===== config.mk =====
export PLATFORM = sky130hd
export DESIGN_NAME = spriteScanner
export DESIGN_NICKNAME = d
export VERILOG_FILES = /design/src/logic/spriteScanner.sv
export VERILOG_INCLUDE_DIRS = /design/src /design/src/include
export SDC_FILE = /design/constraint.sdc
export NUM_CORES = 1
export LEC_CHECK = 0
export BUFFER_PORTS_ARGS = -buffer_cell sky130_fd_sc_hd__buf_2
export CAP_MARGIN = 20
export CORE_AREA = 4 4 192 194
export CTS_CLUSTER_SIZE = 28
export DETAILED_ROUTE_END_ITERATION = 8
export DIE_AREA = 0 0 196 198
export GPL_ROUTABILITY_DRIVEN = 0
export GPL_TIMING_DRIVEN = 1
export HOLD_SLACK_MARGIN = 0.02
export PLACE_DENSITY_LB_ADDON = 0.1
export SLEW_MARGIN = 5
export SYNTH_ARGS = -nofsm -noshare
export SYNTH_HDL_FRONTEND = slang
export SYNTH_SLANG_ARGS = --single-unit
export TNS_END_PERCENT = 50

===== constraint.sdc =====
create_clock -name VCLKx8 -period 8.1 [get_ports VCLKx8]
set_clock_uncertainty 0.05 [all_clocks]
set_input_delay 0.405 -clock VCLKx8 [delete_from_list [all_inputs] [get_ports VCLKx8]]
set_output_delay 0.405 -clock VCLKx8 [all_outputs]
set_load 0.02 [all_outputs]

===== src/include/spriteEngine_defs.svh =====
// Sprite engine constants
`ifndef SPRITE_ENGINE_DEFS_SVH
`define SPRITE_ENGINE_DEFS_SVH

// entries in the sprite attribute table
`define SPR_COUNT 32

// screen offset added once x has been halved
`define SPR_XOFS 14

// ROM wait before the first byte of a row, and on each 16-bit word crossing
`define SPR_FIRSTWAIT 8
`define SPR_WORDWAIT 6

// line buffer pixel fields
`define SPR_PALW 2
`define SPR_NUMW 5
`define SPR_COLORW 4

// special color codes
`define SPR_TRANSP 4'h0
`define SPR_ENDROW 4'hF

`endif

===== src/logic/spriteScanner.sv =====
// Blanking-time sprite hit scan
`timescale 1ns/1ps
`include "spriteEngine_defs.svh"

module spriteScanner (
	input  logic        VCLKx8,
	input  logic        rstN,
	input  logic [8:0]  hPos,
	input  logic [8:0]  vPos,
	output logic [9:0]  scanAddr,
	input  logic [15:0] sprData,
	output logic [5:0]  hitNum [0:`SPR_COUNT-1],
	output logic [7:0]  hitRow [0:`SPR_COUNT-1],
	output logic [5:0]  hitCount
);

	// entry on the address bus
	logic [5:0] scanNum;
	// entry whose word 0 is on sprData this clock
	logic [5:0] testNum;
	logic       testValid;
	// the line after the one being displayed
	logic [7:0] nextLine;
	logic [7:0] sprTop;
	logic [7:0] sprBottom;
	logic       inSpan;

	assign sprTop    = sprData[7:0];
	assign sprBottom = sprData[15:8];
	assign scanAddr  = {2'b00, scanNum[4:0], 3'b000};

	// a top of FF marks an unused entry
	assign inSpan = testValid && (sprTop != 8'hFF) &&
		(nextLine >= sprTop) && (nextLine < sprBottom);

	always_ff @(posedge VCLKx8) begin
		if (!rstN) begin
			scanNum   <= '0;
			testValid <= 1'b0;
			hitCount  <= '0;
		end else if (!hPos[8]) begin
			// display rewinds the walk but the list stays for the renderer
			scanNum   <= '0;
			testValid <= 1'b0;
		end else begin
			if (scanNum == 6'd0) begin
				hitCount <= '0;
			end else if (inSpan) begin
				hitCount <= hitCount + 6'd1;
			end
			testValid <= (scanNum < 6'(`SPR_COUNT));
			if (scanNum < 6'(`SPR_COUNT)) begin
				scanNum <= scanNum + 6'd1;
			end
		end
	end

	always_ff @(posedge VCLKx8) begin
		testNum <= scanNum;
		// latch the target line on the first blanking clock
		if (hPos[8] && (scanNum == 6'd0)) begin
			nextLine <= vPos[7:0] + 8'd1;
		end
		// row offset counts from 1 at the sprite's top line
		if (inSpan) begin
			hitNum[hitCount[4:0]] <= testNum;
			hitRow[hitCount[4:0]] <= nextLine - sprTop + 8'd1;
		end
	end

	countLimit: assert property (@(posedge VCLKx8) disable iff (!rstN)
		hitCount <= 6'(`SPR_COUNT));

endmodule


==> out/summary.txt, run 1 <==
Status = finished, final reports clean
Max Cap Viol = 0
Worst endpoint required time = 8.39 ns
Crit start category = flip-flop
Final wirelength = 43,800 um
Worst Setup SP = nextLine[1]
Final nets = 1,309
DP Wirelength = 30,100 um
Vias = 8,499
DRC = 0
DR vias/cell = 4.90
Post-DR wirelength/cell = 25.2 um
Hold Path Class = input port to flip-flop
Register bit total from synthesis = 475
Syn avg cell area = 22.3 um^2
Headroom to the max-slew limit = 0.280
Critical path class = flip-flop to flip-flop
Post-CTS Setup Inserts = 0
Cts bufs inserted = 46
Min Tclk post-route = 3.32 ns
Initial DRC count = 603
Global Route Usage Sum = 0.218
Cell-internal power = 4.00 mW
Hold Vio Cnt, Final = 0
Setup_tns = 0 ns
Overall die width = 196 um
Placed insts = 1,650
Aggregate global routing overflow = 0
Worst IR Drop VDD = 0.175 mV
Clock tree buffer depth = 3
Clock Latency Late Sink = 0.55 ns
Crit-path max FO = 19
Fin util = 0.574
Slew of the pin with the lowest slew margin = 1.08 ns
Largest net degree at the start of global routing = 33
Psw = 1.08 mW
CTS Hold Bufs = 0
H-tree levels = 2
Cell Pwr Density = 251 mW/mm^2
Fraction of layout cells with a size suffix above 1 = 0.462
Die Footprint = 0.0388 mm^2
Post-synth EDFFs = 456
Final Setup Violations = 0
Global-route wire length before repair = 60,900 um
Initial antenna violation count = 1
Worst reg2reg setup slack = 4.78 ns
Layout overhead on the synthesized area = 28.8%
Root buffer cell = clkbuf_16
Gate Count Post-Synth = 705
Die height = 198 um
Reg clk slew, reported paths = 0.06 ns
Ys flop type = edfxtp_1
Core area = 0.0352 mm^2
Vias in the first global route = 8,449
Leak = 7.82 nW
IO buf count = 485
Final std cells w/o fill = 1,735
Final Max Slew Viols = 0
Synth async-reset ratio = 0
Synth warnings = 0
CTS tree = yes
Number of diodes = 0
Resized cells post-CTS = 0
Synth Cell Area = 0.0157 mm^2
Part of the Yosys area used for sequential elements = 0.897
Highest clock rate = 301 MHz
Power share of the combinational group = 0.054
Nature of the critical path endpoint = flip-flop
RSZ-0062 raised after global routing = false
Placed cell areas = 0.0188 mm^2
ANT nets after route = 0
Num Clock Sinks = 475
Initial Util = 0.446
Reg2reg end = hitRow[15]
Ports = 500
Clock share of power = 0.396
1st-pass router iterations = 5
Seq pwr share = 0.551
Yosys cell types = 46
Worst path arrival time = 3.61 ns
Fill count = 2,793
FF-to-FF Start = nextLine[1]
Critical path capture point = hitRow[15]
Row Count = 69
Layout Cell Area excl Fill = 0.0202 mm^2
Ratio of final minimum period to clock period = 0.410
Switching share of power = 0.213
Reg2Reg Depth = 12
==> stage by stage <==
| stage | hold WS, ns | power [mW] | setup WS [ns] |
|---|---|---|---|
| floorplan | 0.279 | 2.97 | 4.80 |
| CTS | 0.0601 | 5.13 | 4.69 |
| global placement | 0.358 | 3.13 | 4.62 |
| finish | 0.0876 | 5.08 | 4.78 |
| global route | 0.0686 | 5.27 | 4.51 |
| detailed placement | 0.352 | 3.13 | 4.55 |
==> sequential cells by signal, indices dropped and copies added, names as in the netlist <==
| register | count |
|---|---|
| hitRow | 256 |
| hitNum | 192 |
| nextLine | 8 |
| hitCount | 6 |
| scanNum | 6 |
| testNum | 6 |
| testValid | 1 |
==> cells in the final DEF, fill, tap and decap left out, types with 7 or more instances in the layout <==
cell type and count:
clkinv_1 7, and3_1 19, nor2_1 17, nand3_1 10, and3_2 7, clkbuf_1 14
ha_1 30, inv_1 39, clkbuf_16 47, buf_2 485, buf_4 11, edfxtp_1 456
clkinv_2 8, a21oi_1 8, nand2_1 12, dfxtp_1 13
==> synthesized netlist by cell type, types with 3 or more instances <==
cell type | instances | area (um^2)
a21oi_1 | 8 | 40.0
a31oi_1 | 4 | 25.0
and3_1 | 19 | 119
and3_2 | 7 | 52.6
buf_4 | 11 | 82.6
clkbuf_1 | 4 | 15.0
dfxtp_1 | 19 | 380
edfxtp_1 | 456 | 13700
fa_1 | 4 | 80.1
ha_1 | 30 | 375
inv_1 | 39 | 146
nand2_1 | 12 | 45.0
nand3_1 | 10 | 50.1
nand4_1 | 6 | 37.5
nor2_1 | 17 | 63.8
nor2b_1 | 3 | 18.8
nor3_1 | 6 | 30.0
nor4_1 | 3 | 18.8
xnor2_1 | 8 | 70.1
xor2_1 | 6 | 52.6
==> per-layer routing <==
layer / part of all wire / GRT usage
met1: 0.37 / 0.270
met2: 0.52 / 0.383
met4: 0.023 / 0.0595
met5: 0 / 0
met3: 0.085 / 0.0590
==> worst min path at each step <==
stage               start           to  slack, ns  cells past startpoint
6_report          vPos[0]  nextLine[0]       0.09                      2
2_1_floorplan  scanNum[5]   testNum[5]       0.28                      0
3_5_place_dp   scanNum[4]   testNum[4]       0.35                      0
3_3_place_gp   scanNum[4]   testNum[4]       0.36                      0
4_1_cts           vPos[0]  nextLine[0]       0.06                      2
5_1_grt           vPos[0]  nextLine[0]       0.07                      2
==> layout make-up <==
class                   instances  area, um^2  share of cell area
flip-flops and latches        475       14100               0.696
repair buffers                498        2530               0.125
multi-input cells             179        1460              0.0721
clock buffers                  63        1260              0.0621
well taps                     461         577              0.0285
clock inverters                20         166             0.00823
inverters                      39         146             0.00724
==> cells by family (layout without fill, tap and decap cells) <==
logic type | after synthesis | count (layout) | share of synthesized area
AOI/OAI and AO/OA | 29 | 29 | 0.0136
DFF | 475 | 475 | 0.897
muxes | 1 | 1 | 0.000638
buffers and inverters | 55 | 620 | 0.0163
and+or+nand+nor | 96 | 96 | 0.0358
xor gates and xnor gates | 14 | 14 | 0.00781
adders and majority gates | 34 | 34 | 0.0290
other | 1 | 5 | 0.000239
==> critical path: stages, from the launching register on <==
cell and delay, ns:
edfxtp_1 0.41, ha_1 0.31, inv_1 0.06, ha_1 0.16, inv_1 0.05, fa_1 0.42
inv_1 0.08, a21oi_1 0.06, o21bai_1 0.37, a21o_1 0.18, a21oi_1 0.12, xor2_4 0.44
buf_4 0.38
==> power by group through the flow <==
stage / Clock, mW / Combinational [mW] / Sequential (mW)
2_1_floorplan: 0 / 0.114 / 2.85
3_3_place_gp: 0 / 0.278 / 2.85
3_5_place_dp: 0 / 0.281 / 2.85
4_1_cts: 2.05 / 0.282 / 2.80
5_1_grt: 2.17 / 0.298 / 2.80
6_report: 2.01 / 0.272 / 2.80
No activity file was read; power rests on OpenSTA's default activity.
==> run 2: changes to the inputs <==
Settings changed: CORE_AREA 4 4 192 194 to 4 4 193 195, DIE_AREA 0 0 196 198 to 0 0 197 199.
Clock period 8.1 ns to 3.5 ns, I/O delays scaled along.
==> run 2 against run 1 <==
  * First-iteration DRC count fell by 6.3%
  * Global-route usage about the same
  * Worst hold slack improved by 0.27 ns
  * Die area grew 1.0%
  * Non-clock buffer count rose by 36
  * Via count increased by 3.6%
  * Sequential share of layout area shrank 1.5 points
  * Utilization up 0.94 points
  * Sequential power is 130% higher
==> out/summary.txt, run 2 (same netlist as run 1, synthesis figures left out) <==
Setup_tns = 0 ns (unchanged)
DP Wirelength = 30,200 um (was 30,100 um)
Clock tree buffer depth = 3 (unchanged)
Setup WS pre-CTS = 0.480 ns (was 4.55 ns)
H-tree levels = 2 (unchanged)
Final Max Slew Viols = 0 (unchanged)
Hold Vio Cnt, Final = 0 (unchanged)
ANT nets after route = 0 (unchanged)
Final nets = 1,346 (was 1,309)
Final Setup Violations = 0 (unchanged)
Aggregate global routing overflow = 0 (unchanged)
Critical path class = flip-flop to flip-flop (unchanged)
Root buffer cell = clkbuf_16 (unchanged)
DRC = 0 (unchanged)
Most common cell after layout, fill and taps aside = buf_2 (unchanged)
CTS tree = yes (unchanged)
Core area = 0.0354 mm^2 (was 0.0352 mm^2)
Status = finished, final reports clean (unchanged)
Cts bufs inserted = 47 (was 46)
Vias in the first global route = 8,582 (was 8,449)
Post-CTS Setup Inserts = 0 (unchanged)
Post-DR wirelength/cell = 25.1 um (was 25.2 um)
Layout overhead on the synthesized area = 31.6% (was 28.8%)
Fraction of layout cells with a size suffix above 1 = 0.473 (was 0.462)
Most frequent cells in the layout = 485 x buf_2, 456 x edfxtp_1, 49 x clkbuf_16 (was 485 x buf_2, 456 x edfxtp_1, 47 x clkbuf_16)
Crit path largest cell delay = 0.55 ns (was 0.44 ns)
Initial DRC count = 565 (was 603)
Min Tclk post-route = 3.00 ns (was 3.32 ns)
Headroom to the max-slew limit = 0.294 (was 0.280)
Final wirelength = 44,500 um (was 43,800 um)
WHS Path Cells = 0 (was 2)
Slowest-stage cell, CP = dlygate4sd3_1 (was xor2_4)
Reg clk slew, reported paths = 0.06 ns (about the same)
Flip-flop count of the largest register after layout = 256 (unchanged)
IO buf count = 485 (unchanged)
Worst path arrival time = 3.38 ns (was 3.61 ns)
Ratio of final minimum period to clock period = 0.856 (was 0.410)
Row Count = 69 (unchanged)
Slew of the pin with the lowest slew margin = 1.06 ns (was 1.08 ns)
Global-route wire length before repair = 61,000 um (was 60,900 um)
Die height = 199 um (was 198 um)
Vias = 8,802 (was 8,499)
Max Cap Viol = 0 (unchanged)
Die Footprint = 0.0392 mm^2 (was 0.0388 mm^2)
RSZ-0062 raised after global routing = false (unchanged)
DR vias/cell = 4.96 (was 4.90)
Ports = 500 (unchanged)
Clock Latency Late Sink = 0.54 ns (was 0.55 ns)
1st-pass router iterations = 5 (unchanged)
Crit start category = flip-flop (unchanged)
Leak = 8.16 nW (was 7.82 nW)
Final worst slack = 0.504 ns (was 4.78 ns)
Cell Pwr Density = 587 mW/mm^2 (was 251 mW/mm^2)
Num Clock Sinks = 475 (unchanged)
Overall die width = 197 um (was 196 um)
Initial Util = 0.443 (was 0.446)
Initial antenna violation count = 1 (unchanged)
Largest net degree at the start of global routing = 33 (unchanged)
Worst endpoint required time = 3.88 ns (was 8.39 ns)
Nature of the critical path endpoint = flip-flop (unchanged)
Critical Path, Cell by Cell = ha_1 -> a211oi_2 -> nor2_1 -> nor4b_4 -> and3_4 -> a21oi_1 -> o31a_1 -> dlygate4sd3_1 (was ha_1 -> inv_1 -> ha_1 -> inv_1 -> fa_1 -> inv_1 -> a21oi_1 -> o21bai_1 -> a21o_1 -> a21oi_1 -> xor2_4 -> buf_4)
Worst IR Drop VDD = 0.398 mV (was 0.175 mV)
Highest clock rate = 334 MHz (was 301 MHz)
Reg2Reg Depth = 8 (was 12)
Crit-path max FO = 31 (was 19)
Global Route Usage Sum = 0.218 (about the same)
Hold Path Class = flip-flop to flip-flop (was input port to flip-flop)
-- run 2: changes by cell type in the layout (fill, tap and decap cells not counted), sizes merged --
cell / before / now
diode: 0 / 1
bufinv: 2 / 6
buf: 497 / 521
clkinvlp: 0 / 4
inv: 42 / 39
dlygate4sd3: 0 / 13
clkbuf: 64 / 57
clkinv: 15 / 20
-- run 2: worst max-delay path, delay by kind of cell (launching register included) --
kind / cells / cell delay [ns]
simple gates: 3 / 0.96
buf+inv: 1 / 0.55
compound gates: 3 / 0.57
fa+ha+maj: 1 / 0.33
flops: 1 / 0.44
-- run 2: layout make-up --
class	count	area (um^2)
fill	2748	14700
sequential	475	14100
timing repair buffer	534	2830
multi-input combinational	179	1460
clock buffer	57	1260
tap	461	577
clock inverter	30	300
inverter	39	146
antenna	1	2.50
-- run 2: through the flow --
stage	instances	cell area, um^2	utilization	hold slack (ns)	total power, mW
after floorplan	709	15700	-	0.253	6.87
after global placement	1675	19000	0.536	0.360	7.24
after detailed placement	1675	19000	0.536	0.356	7.26
after CTS	1775	20600	0.583	0.358	12.3
after global routing	1775	20600	0.583	0.383	12.5
final	1776	20700	0.583	0.362	12.1
-- run 2: what timing repair did --
item / 4_1_cts / 5_1_grt
endpoints found under the hold margin: 14 / 0
hold buffers: 13 / 0
gates resized for setup: 0 / 0
-- run 2: power breakdown --
part / leakage (nW) / total, mW / switching [mW] / internal [mW]
Sequential: 4.35 / 6.48 / 0.0274 / 6.45
Combinational: 3.05 / 0.649 / 0.480 / 0.168
Clock: 0.758 / 5.00 / 2.00 / 3.00
-- run 2: path summary, 6_finish.rpt --
kind,startpoint,endpoint,slack (ns)
worst max-delay path,nextLine[5],hitCount[5],0.50
worst min-delay path,scanNum[1],testNum[1],0.36
worst max register to register,nextLine[5],hitCount[5],0.50
worst min register to register,scanNum[1],testNum[1],0.36
-- run 2: metal layers --
| layer | wire, um | track usage | share of wire | vias to the layer above |
|---|---|---|---|---|
| li1 | - | - | - | 3861 |
| met1 | 16500 | 0.270 | 0.37 | 4434 |
| met2 | 22900 | 0.379 | 0.51 | 438 |
| met3 | 3830 | 0.0562 | 0.086 | 69 |
| met4 | 1300 | 0.0678 | 0.029 | 0 |
| met5 | 0 | 0 | 0 | - |
