`src/include/spriteEngine_defs.svh`:
```
// Sprite engine constants
`ifndef SPRITE_ENGINE_DEFS_SVH
`define SPRITE_ENGINE_DEFS_SVH

// entries in the sprite attribute table
`define SPR_COUNT 32

// screen offset added once x has been halved
`define SPR_XOFS 14

// ROM wait before the first byte of a row, and on each 16-bit word crossing
`define SPR_FIRSTWAIT 8
`define SPR_WORDWAIT 6

// line buffer pixel fields
`define SPR_PALW 2
`define SPR_NUMW 5
`define SPR_COLORW 4

// special color codes
`define SPR_TRANSP 4'h0
`define SPR_ENDROW 4'hF

`endif
```
`src/logic/spritePkg.sv`:
```
// Sprite engine types
`include "spriteEngine_defs.svh"

package spritePkg;

	// one line buffer entry, palette bank is always zero here
	typedef struct packed {
		logic [`SPR_PALW-1:0]   pal;
		logic [`SPR_NUMW-1:0]   num;
		logic [`SPR_COLORW-1:0] color;
	} sprPixel_t;

	// renderer phases, three attribute reads then two pixels per ROM byte
	typedef enum logic [3:0] {
		phIdle,
		phSelect,
		phRequest,
		phXPos,
		phStride,
		phAddr,
		phFetch,
		phPix0,
		phColl0,
		phPix1,
		phColl1,
		phNext,
		phDone
	} renderPhase_t;

endpackage

```
`src/logic/spriteRenderer.sv`:
```
// Display-time sprite renderer
`timescale 1ns/1ps
`include "spriteEngine_defs.svh"

module spriteRenderer (
	input  logic                 VCLKx8,
	input  logic                 rstN,
	input  logic [8:0]           hPos,
	input  logic [8:0]           vPos,
	output logic [9:0]           rendAddr,
	input  logic [15:0]          sprData,
	input  logic [5:0]           hitNum [0:`SPR_COUNT-1],
	input  logic [7:0]           hitRow [0:`SPR_COUNT-1],
	input  logic [5:0]           hitCount,
	output logic [17:0]          romAddr,
	input  logic [7:0]           romData,
	output logic [9:0]           wrAddr,
	output spritePkg::sprPixel_t wrData,
	output logic                 wrEn,
	input  spritePkg::sprPixel_t oldPixel,
	output logic                 sprColl,
	output logic [9:0]           collAddr
);

	spritePkg::renderPhase_t phase;

	logic [5:0]  hitIdx;
	logic [5:0]  sprNum;
	logic [2:0]  wordOfs;
	logic [7:0]  rowOfs;
	logic [8:0]  xPos;
	logic [2:0]  bank;
	logic [15:0] stride;
	logic [15:0] srcAddr;
	logic        hFlip;
	logic        wrBank;
	logic [3:0]  waitCnt;
	logic [7:0]  romByte;
	logic [10:0] xHalf;
	logic [15:0] rowAddr;
	logic [3:0]  col0;
	logic [3:0]  col1;
	logic        wordEnd;

	assign rendAddr = {1'b0, sprNum, wordOfs};
	assign romAddr  = {bank, srcAddr[14:0]};
	assign wrAddr   = {wrBank, xPos};

	// x is stored at double resolution
	assign xHalf   = (11'(sprData[9:0]) + 11'd1) >> 1;
	assign rowAddr = sprData + stride * 16'(rowOfs);

	// mirrored rows take the low nibble first
	assign col0 = hFlip ? romByte[3:0] : romByte[7:4];
	assign col1 = hFlip ? romByte[7:4] : romByte[3:0];

	// last byte of a 16-bit word in the current direction
	assign wordEnd = hFlip ? ~srcAddr[0] : srcAddr[0];

	always_ff @(posedge VCLKx8) begin
		if (!rstN) begin
			phase   <= spritePkg::phIdle;
			hitIdx  <= '0;
			wrEn    <= 1'b0;
			sprColl <= 1'b0;
		end else begin
			wrEn    <= 1'b0;
			sprColl <= 1'b0;
			if (hPos[8]) begin
				phase <= spritePkg::phIdle;
			end else begin
				case (phase)
					spritePkg::phIdle: begin
						hitIdx <= '0;
						wrBank <= ~vPos[0];
						phase  <= (hitCount != 6'd0) ? spritePkg::phSelect : spritePkg::phDone;
					end
					spritePkg::phSelect: begin
						sprNum  <= hitNum[hitIdx[4:0]];
						rowOfs  <= hitRow[hitIdx[4:0]];
						wordOfs <= 3'd1;
						phase   <= spritePkg::phRequest;
					end
					// sprite RAM answers one clock after the address
					spritePkg::phRequest: begin
						wordOfs <= 3'd2;
						phase   <= spritePkg::phXPos;
					end
					spritePkg::phXPos: begin
						xPos    <= xHalf[8:0] + 9'(`SPR_XOFS);
						bank    <= {sprData[13], sprData[14], sprData[15]};
						wordOfs <= 3'd3;
						phase   <= spritePkg::phStride;
					end
					spritePkg::phStride: begin
						stride <= sprData;
						phase  <= spritePkg::phAddr;
					end
					spritePkg::phAddr: begin
						srcAddr <= rowAddr;
						hFlip   <= rowAddr[15];
						waitCnt <= 4'(`SPR_FIRSTWAIT);
						phase   <= spritePkg::phFetch;
					end
					spritePkg::phFetch: begin
						if (waitCnt == 4'd0) begin
							romByte <= romData;
							srcAddr <= hFlip ? (srcAddr - 16'd1) : (srcAddr + 16'd1);
							// next byte sits in a new word
							if (wordEnd) begin
								waitCnt <= 4'(`SPR_WORDWAIT);
							end
							phase <= spritePkg::phPix0;
						end else begin
							waitCnt <= waitCnt - 4'd1;
						end
					end
					spritePkg::phPix0: begin
						if (col0 != `SPR_ENDROW) begin
							wrData <= '{pal: '0, num: sprNum[4:0], color: col0};
							wrEn   <= 1'b1;
							phase  <= spritePkg::phColl0;
						end else begin
							phase <= spritePkg::phNext;
						end
					end
					spritePkg::phColl0: begin
						// oldPixel holds the entry from before this write
						if ((col0 != `SPR_TRANSP) && (oldPixel.color != `SPR_TRANSP)) begin
							sprColl  <= 1'b1;
							collAddr <= {sprNum[4:0], oldPixel.num};
						end
						xPos  <= xPos + 9'd1;
						phase <= spritePkg::phPix1;
					end
					spritePkg::phPix1: begin
						if (col1 != `SPR_ENDROW) begin
							wrData <= '{pal: '0, num: sprNum[4:0], color: col1};
							wrEn   <= 1'b1;
							phase  <= spritePkg::phColl1;
						end else begin
							phase <= spritePkg::phNext;
						end
					end
					spritePkg::phColl1: begin
						if ((col1 != `SPR_TRANSP) && (oldPixel.color != `SPR_TRANSP)) begin
							sprColl  <= 1'b1;
							collAddr <= {sprNum[4:0], oldPixel.num};
						end
						xPos  <= xPos + 9'd1;
						phase <= spritePkg::phFetch;
					end
					spritePkg::phNext: begin
						hitIdx <= hitIdx + 6'd1;
						phase  <= ((hitIdx + 6'd1) == hitCount) ? spritePkg::phDone
							: spritePkg::phSelect;
					end
					spritePkg::phDone: begin
						phase <= spritePkg::phDone;
					end
					default: begin
						phase <= spritePkg::phIdle;
					end
				endcase
			end
		end
	end

	// rendering has to finish inside the display period
	noBlankWrite: assert property (@(posedge VCLKx8) disable iff (!rstN)
		hPos[8] |-> !wrEn);

endmodule

```
`config.mk`:
```
export PLATFORM = sky130hd
export DESIGN_NAME = spriteRenderer
export DESIGN_NICKNAME = d
export VERILOG_FILES = /design/src/logic/spritePkg.sv /design/src/logic/spriteRenderer.sv
export VERILOG_INCLUDE_DIRS = /design/src /design/src/include
export SDC_FILE = /design/constraint.sdc
export NUM_CORES = 1
export LEC_CHECK = 0
export BUFFER_PORTS_ARGS = -buffer_cell sky130_fd_sc_hd__buf_2
export CAP_MARGIN = 10
export CORE_AREA = 5 5 217 219
export DETAILED_ROUTE_END_ITERATION = 7
export DIE_AREA = 0 0 222 224
export GPL_TIMING_DRIVEN = 0
export PLACE_DENSITY = 0.59
export SKIP_CTS_REPAIR_TIMING = 1
export SYNTH_ARGS = -nofsm -noshare
export SYNTH_HDL_FRONTEND = slang
export SYNTH_SLANG_ARGS = --single-unit
```
`constraint.sdc`:
```
create_clock -name VCLKx8 -period 8.5 [get_ports VCLKx8]
set_input_delay 1.7 -clock VCLKx8 [delete_from_list [all_inputs] [get_ports VCLKx8]]
set_output_delay 1.7 -clock VCLKx8 [all_outputs]
set_load 0.01 [all_outputs]
```
==> results.md, run 1 <==
* Outcome: completed
* Core ar. at 44900 um2
* Max Cap Viol at 0
* CTS buffer count at 9
* Via count at 11237
* Layout fillers at 4591
* Leakage at 6.81 nW
* Syn avg cell area at 11.6 um2
* IO Pins at 570
* Max frequency at 0.177 GHz
* Die W at 222 um
* Hold_sp: waitCnt[0]
* Root Driver: clkbuf_16
* Setup TNS at 0 ps
* Worst EP required at 8610 ps
* ANT nets after route at 0
* Critical Path Start Type: input pin
* I/O Buffers at 547
* Number of synthesized register bits at 104
* DIE AREA at 49700 um2
* # DRC at 0
* Final setup viols at 0
* Slowest-stage cell, CP: fa_1
* Total global routing track utilization at 0.220
* Area delta synth->final at 32.7%
* Register area share after synthesis at 0.250
* R2r endpoint: hFlip
* First-pass GRT wire length at 80.5 mm
* Fin crit share at 0.663
* Unrepaired setup endpoints after global routing: false
* Area leader, netlist: mux4_2
* Initial DRC Count at 719
* Hold path endpoint: waitCnt[0]
* Worst r2r path cells at 15
* Clock Path Buffers at 2
* Vias in the first global route at 11980
* CP max stage delay at 540 ps
* Hold Path Class: reg2reg
* CP Max Fanout at 10
* CTS tree: yes
* WL/cell at 25.6 um
* Die height at 224 um
* H-tree Lvls at 3
* Multi-input gate area at 8240 um2
* Routability congestion estimate at 1.00
* Skew-Pair Late Insertion Delay at 380 ps
* Via density at 5.08
* Worst hold path depth at 1
* Pre-Repair DR Iteration Count at 5
* Tmin final at 5640 ps
* Worst path cell trace: buf_2 -> clkbuf_1 -> inv_1 -> fa_1 -> inv_1 -> ha_1 -> ha_1 -> inv_1 -> fa_1 -> inv_1 -> ha_1 -> inv_1 -> fa_1 -> nand2b_1 -> a21oi_1 -> o221a_2 -> o31a_1 -> o41ai_1 -> xnor2_1
* Synth top area share at 0.257
* Cell variety after synth at 67
* Post-detail-place hpwl at 49.8 mm
* Synth Warn # at 0
* Starting Density at 0.268
* Pwr Total at 1.53 mW
* GRT overflow at 0
* Largest net degree at the start of global routing at 21
* Initial antenna violation count at 11
* FFs w/ async S/R, synth at 0
* Rows at 78
* Mapped cell area at 12000 um2
* Top cells by count, synth: 137 x mux4_2, 127 x inv_1, 92 x edfxtp_1, 75 x fa_1, 75 x nand2_1
* Fin. Hold Viols at 0
* Worst Setup Path Type: in2reg
* Crit. End Element: flip-flop
* Top_reg_cell synth: edfxtp_1
* Util after Layout at 0.355
* Routed WL at 56.6 mm
* Rel. slew slack at 0.219
* Reg area at 3000 um2
* PwrDens at 96.2 nW/um2
* Most frequent cell on the critical path: inv_1
* Worst-path clk slew at 80 ps
* Clk sinks at 104
* Slew Limit Fails at 0
* Reg2Reg Launch Point: rowOfs[0]
* Layout cell share with drive strength beyond 1 at 0.470
* Most common cell in the netlist: mux4_2
* Number of synthesized flops with an enable pin at 92
* Slew @ Worst Pin at 1170 ps
* Nets@finish at 2229
* Synth top area cells: mux4_2 26%, edfxtp_1 23%, fa_1 12%
* WP data arrival at 5750 ps
* Cells after Synth at 1034
* Worst reg2reg setup slack at 3330 ps
* Clock skew at 17.2 ps
* Peak VDD IR at 0.0964 mV
[cell usage in the layout, fill, tap and decap left out, types with 4 or more instances in the layout]
cell         n
buf_2      556
mux4_2     137
inv_1      127
edfxtp_1    92
nand2_1     75
fa_1        75
and2_1      59
nor2_1      45
ha_1        43
clkbuf_1    40
xnor2_1     40
o21ai_0     34
a21oi_1     25
nand3_1     21
mux2_2      20
xor2_1      16
nand2b_1    13
a21o_1      12
dfxtp_1     12
or3_1        9
nor2b_1      9
clkbuf_16    9
o21a_1       8
nor3_1       8
nand4_1      8
buf_4        8
diode_2      7
o31ai_1      6
a211oi_1     6
buf_6        5
nor3b_1      4
nand3b_1     4
a32oi_1      4
buf_1        4
nor4_1       4
conb_1       4
[per-layer routing]
metal | vias up | global-route usage | part of all wire
li1 | 4948 | - | -
met1 | 5716 | 0.263 | 0.38
met2 | 503 | 0.403 | 0.53
met3 | 70 | 0.0353 | 0.053
met4 | 0 | 0.0787 | 0.038
met5 | - | 0 | 0
[critical path, delay by kind of cell]
family | cells | cell delay, ps
XOR/XNOR | 1 | 130
AND/OR/NAND/NOR | 1 | 200
buffers and inverters | 7 | 850
AO/OA/AOI/OAI | 4 | 870
adder cells (fa/ha/maj) | 6 | 1990
[logic make-up after synthesis]
logic type,Yosys count,synth area share
xor+xnor,57,0.0427
compound gates,124,0.0678
fa+ha+maj,118,0.170
simple gates,277,0.118
flops,104,0.250
other cells,1,0.000312
buf+inv,190,0.0665
mux,163,0.285
[stage by stage]
step                      hold WS, ps  cells  setup WS (ps)  area [um2]
final                             591   2214           2860       15900
after global routing              623   2214           2590       15900
after CTS                         598   2206           2910       15900
after detailed placement          585   2190           2520       15600
after global placement            568   2184           2550       15500
after floorplan                   516   1037           2910       12000
[flip-flops by register name (all words and copies together) (netlist names)]
name,count
waitCnt,4
bank,3
sprColl,1
wrEn,1
hitIdx,6
romByte,8
rowOfs,8
srcAddr,15
stride,16
wrData,9
wrBank,1
sprNum,6
xPos,9
wordOfs,2
collAddr,10
phase,4
hFlip,1
[worst max path at each step]
stage | from | to | slack, ps | depth (start not counted)
2_1_floorplan | sprData[8] | hFlip | 2910 | 14
3_3_place_gp | sprData[2] | hFlip | 2550 | 19
3_5_place_dp | sprData[2] | hFlip | 2520 | 19
4_1_cts | sprData[2] | hFlip | 2910 | 19
5_1_grt | sprData[2] | hFlip | 2590 | 19
6_report | sprData[2] | hFlip | 2860 | 19
[final cells by class]
cell class	count	share of cell area
well taps	600	0.0471
plain buffers	63	0.0203
inverters	127	0.0299
flip-flops and latches	104	0.188
clock inverters	7	0.00620
repair buffers	554	0.176
diodes	7	0.00110
multi-input cells	743	0.517
clock buffers	9	0.0141
[where the power goes]
group | switching [mW] | internal (mW) | leakage, nW
combinational | 0.237 | 0.256 | 5.72
clock | 0.228 | 0.239 | 0.159
sequential | 0.00297 | 0.570 | 0.924
total | 0.468 | 1.07 | 6.81
Power figures use the tool's default switching activity.
==> run 2, diff against run 1 <==
==> constraint.sdc (replaced) <==
create_clock -name VCLKx8 -period 5.4 [get_ports VCLKx8]
set_input_delay 1.08 -clock VCLKx8 [delete_from_list [all_inputs] [get_ports VCLKx8]]
set_output_delay 1.08 -clock VCLKx8 [all_outputs]
set_load 0.01 [all_outputs]
==> run 2 against run 1 <==
Non-clock buffer count stayed put. Design area hardly changed. Worst hold slack hardly changed.
==> results.md, run 2 (synthesis gave the netlist of run 1 again) <==
* Outcome: completed
* Skew-Pair Late Insertion Delay at 380 ps
* WP data arrival at 5170 ps
* GRT overflow at 0
* Slew Limit Fails at 0
* Worst-path clk slew at 90 ps
* Util after Layout at 0.355
* Fin. Hold Viols at 0
* Hold Path Class: reg2reg
* Largest regs: stride: 16 flops, srcAddr: 15 flops, collAddr: 10 flops
* Rows at 78
* Initial DRC Count at 718
* Worst reg2reg setup slack at 350 ps
* Nets@finish at 2229
* CP Max Fanout at 10
* Tmin final at 5050 ps
* Vias in the first global route at 11980
* Leakage at 6.81 nW
* Routed WL at 56.7 mm
* Starting Density at 0.268
* I/O Buffers at 547
* Grt peak-use layer: met2
* Rel. slew slack at 0.220
* R2r endpoint: srcAddr[14]
* Total global routing track utilization at 0.220
* Hold path endpoint: waitCnt[0]
* Via count at 11222
* Pre-Repair DR Iteration Count at 5
* Met3 usage at 0.0353
* Fin crit share at 0.936
* Clock skew at 16.9 ps
* ANT nets after route at 0
* Area delta synth->final at 32.7%
* Max frequency at 0.198 GHz
* Routability congestion estimate at 1.00
* Worst EP required at 5510 ps
* Via density at 5.07
* Worst r2r path cells at 16
* Initial antenna violation count at 11
* PwrDens at 151 nW/um2
* Setup TNS at 0 ps
* Multi-input gate area at 8240 um2
* Layout fillers at 4592
* Post-detail-place hpwl at 49.8 mm
* CTS buffer count at 9
* H-tree Lvls at 3
* Met2 GRT Util at 0.403
* Final setup viols at 0
* Layout cell share with drive strength beyond 1 at 0.470
* Largest register by flop count: stride
* IO Pins at 570
* Root Driver: clkbuf_16
* First-pass GRT wire length at 80.5 mm
* Worst hold path depth at 1
* DIE AREA at 49700 um2
* Clk sinks at 104
* Die W at 222 um
* Max Cap Viol at 0
* Largest net degree at the start of global routing at 21
* Unrepaired setup endpoints after global routing: false
* Largest register FFs at 16
* Peak VDD IR at 0.152 mV
* Die height at 224 um
* Commonest non-fill, non-tap cell in the layout: buf_2
* Reg2Reg Launch Point: rowOfs[1]
* WL/cell at 25.6 um
* # DRC at 0
* Reg area at 3000 um2
* Clock Path Buffers at 2
* Worst Setup Path Type: reg2reg
* Critical Path Start Type: flip-flop
* M1 GR Usage at 0.263
* Hold_sp: waitCnt[0]
* Crit. End Element: flip-flop
* Slew @ Worst Pin at 1170 ps
* Most frequent cells in the layout: 556 x buf_2, 137 x mux4_2, 127 x inv_1
* Core ar. at 44900 um2
* CTS tree: yes
-- run 2: cell counts in the layout (fill, tap and decap cells not counted) --
No cell type changed its count.
-- run 2: layout make-up --
class,count,share of cell area
well taps,600,0.0471
diodes,7,0.00110
multi-input cells,743,0.517
plain buffers,63,0.0203
inverters,127,0.0299
flip-flops and latches,104,0.188
clock buffers,9,0.0141
repair buffers,554,0.176
clock inverters,7,0.00620
-- run 2: worst max-delay path: stages, from the launching register on --
cell and delay [ps]:
edfxtp_1 520, clkbuf_1 530, nand2_1 160, fa_1 510, inv_1 50, fa_1 450, ha_1 290, inv_1 50
fa_1 530, inv_1 60, ha_1 290, a211oi_1 420, o211a_1 290, o211ai_1 120, a21oi_1 200, xor2_1 240
a32oi_1 90
-- run 2: worst max path at each step --
| stage | startpoint | endpoint | slack, ps | depth (start not counted) |
|---|---|---|---|---|
| finish | rowOfs[1] | srcAddr[14] | 350 | 16 |
| global route | rowOfs[2] | hFlip | 40 | 15 |
| CTS | rowOfs[0] | hFlip | 190 | 15 |
| detailed placement | sprData[2] | hFlip | 40 | 19 |
| global placement | sprData[2] | hFlip | 70 | 19 |
| floorplan | sprData[8] | hFlip | 430 | 14 |
-- run 2: stage by stage --
step	setup WS (ps)	instance area, um2	instances	total power [mW]	hold WS [ps]
floorplan	428	12000	1037	1.37	516
global placement	65.7	15500	2184	1.69	568
detailed placement	36.7	15600	2190	1.70	585
CTS	188	15900	2206	2.45	598
global route	35.8	15900	2214	2.56	623
finish	345	15900	2214	2.41	591
-- run 2: layer usage --
metal	vias up	routed length [um]
met2	497	29900
met4	0	2120
li1	4947	-
met5	-	0
met3	68	3000
met1	5710	21700
-- run 2: where the power goes --
part	switching, mW	internal (mW)	total, mW
Sequential	0.00466	0.897	0.902
Clock	0.359	0.376	0.735
Combinational	0.374	0.404	0.777
Total	0.737	1.68	2.41
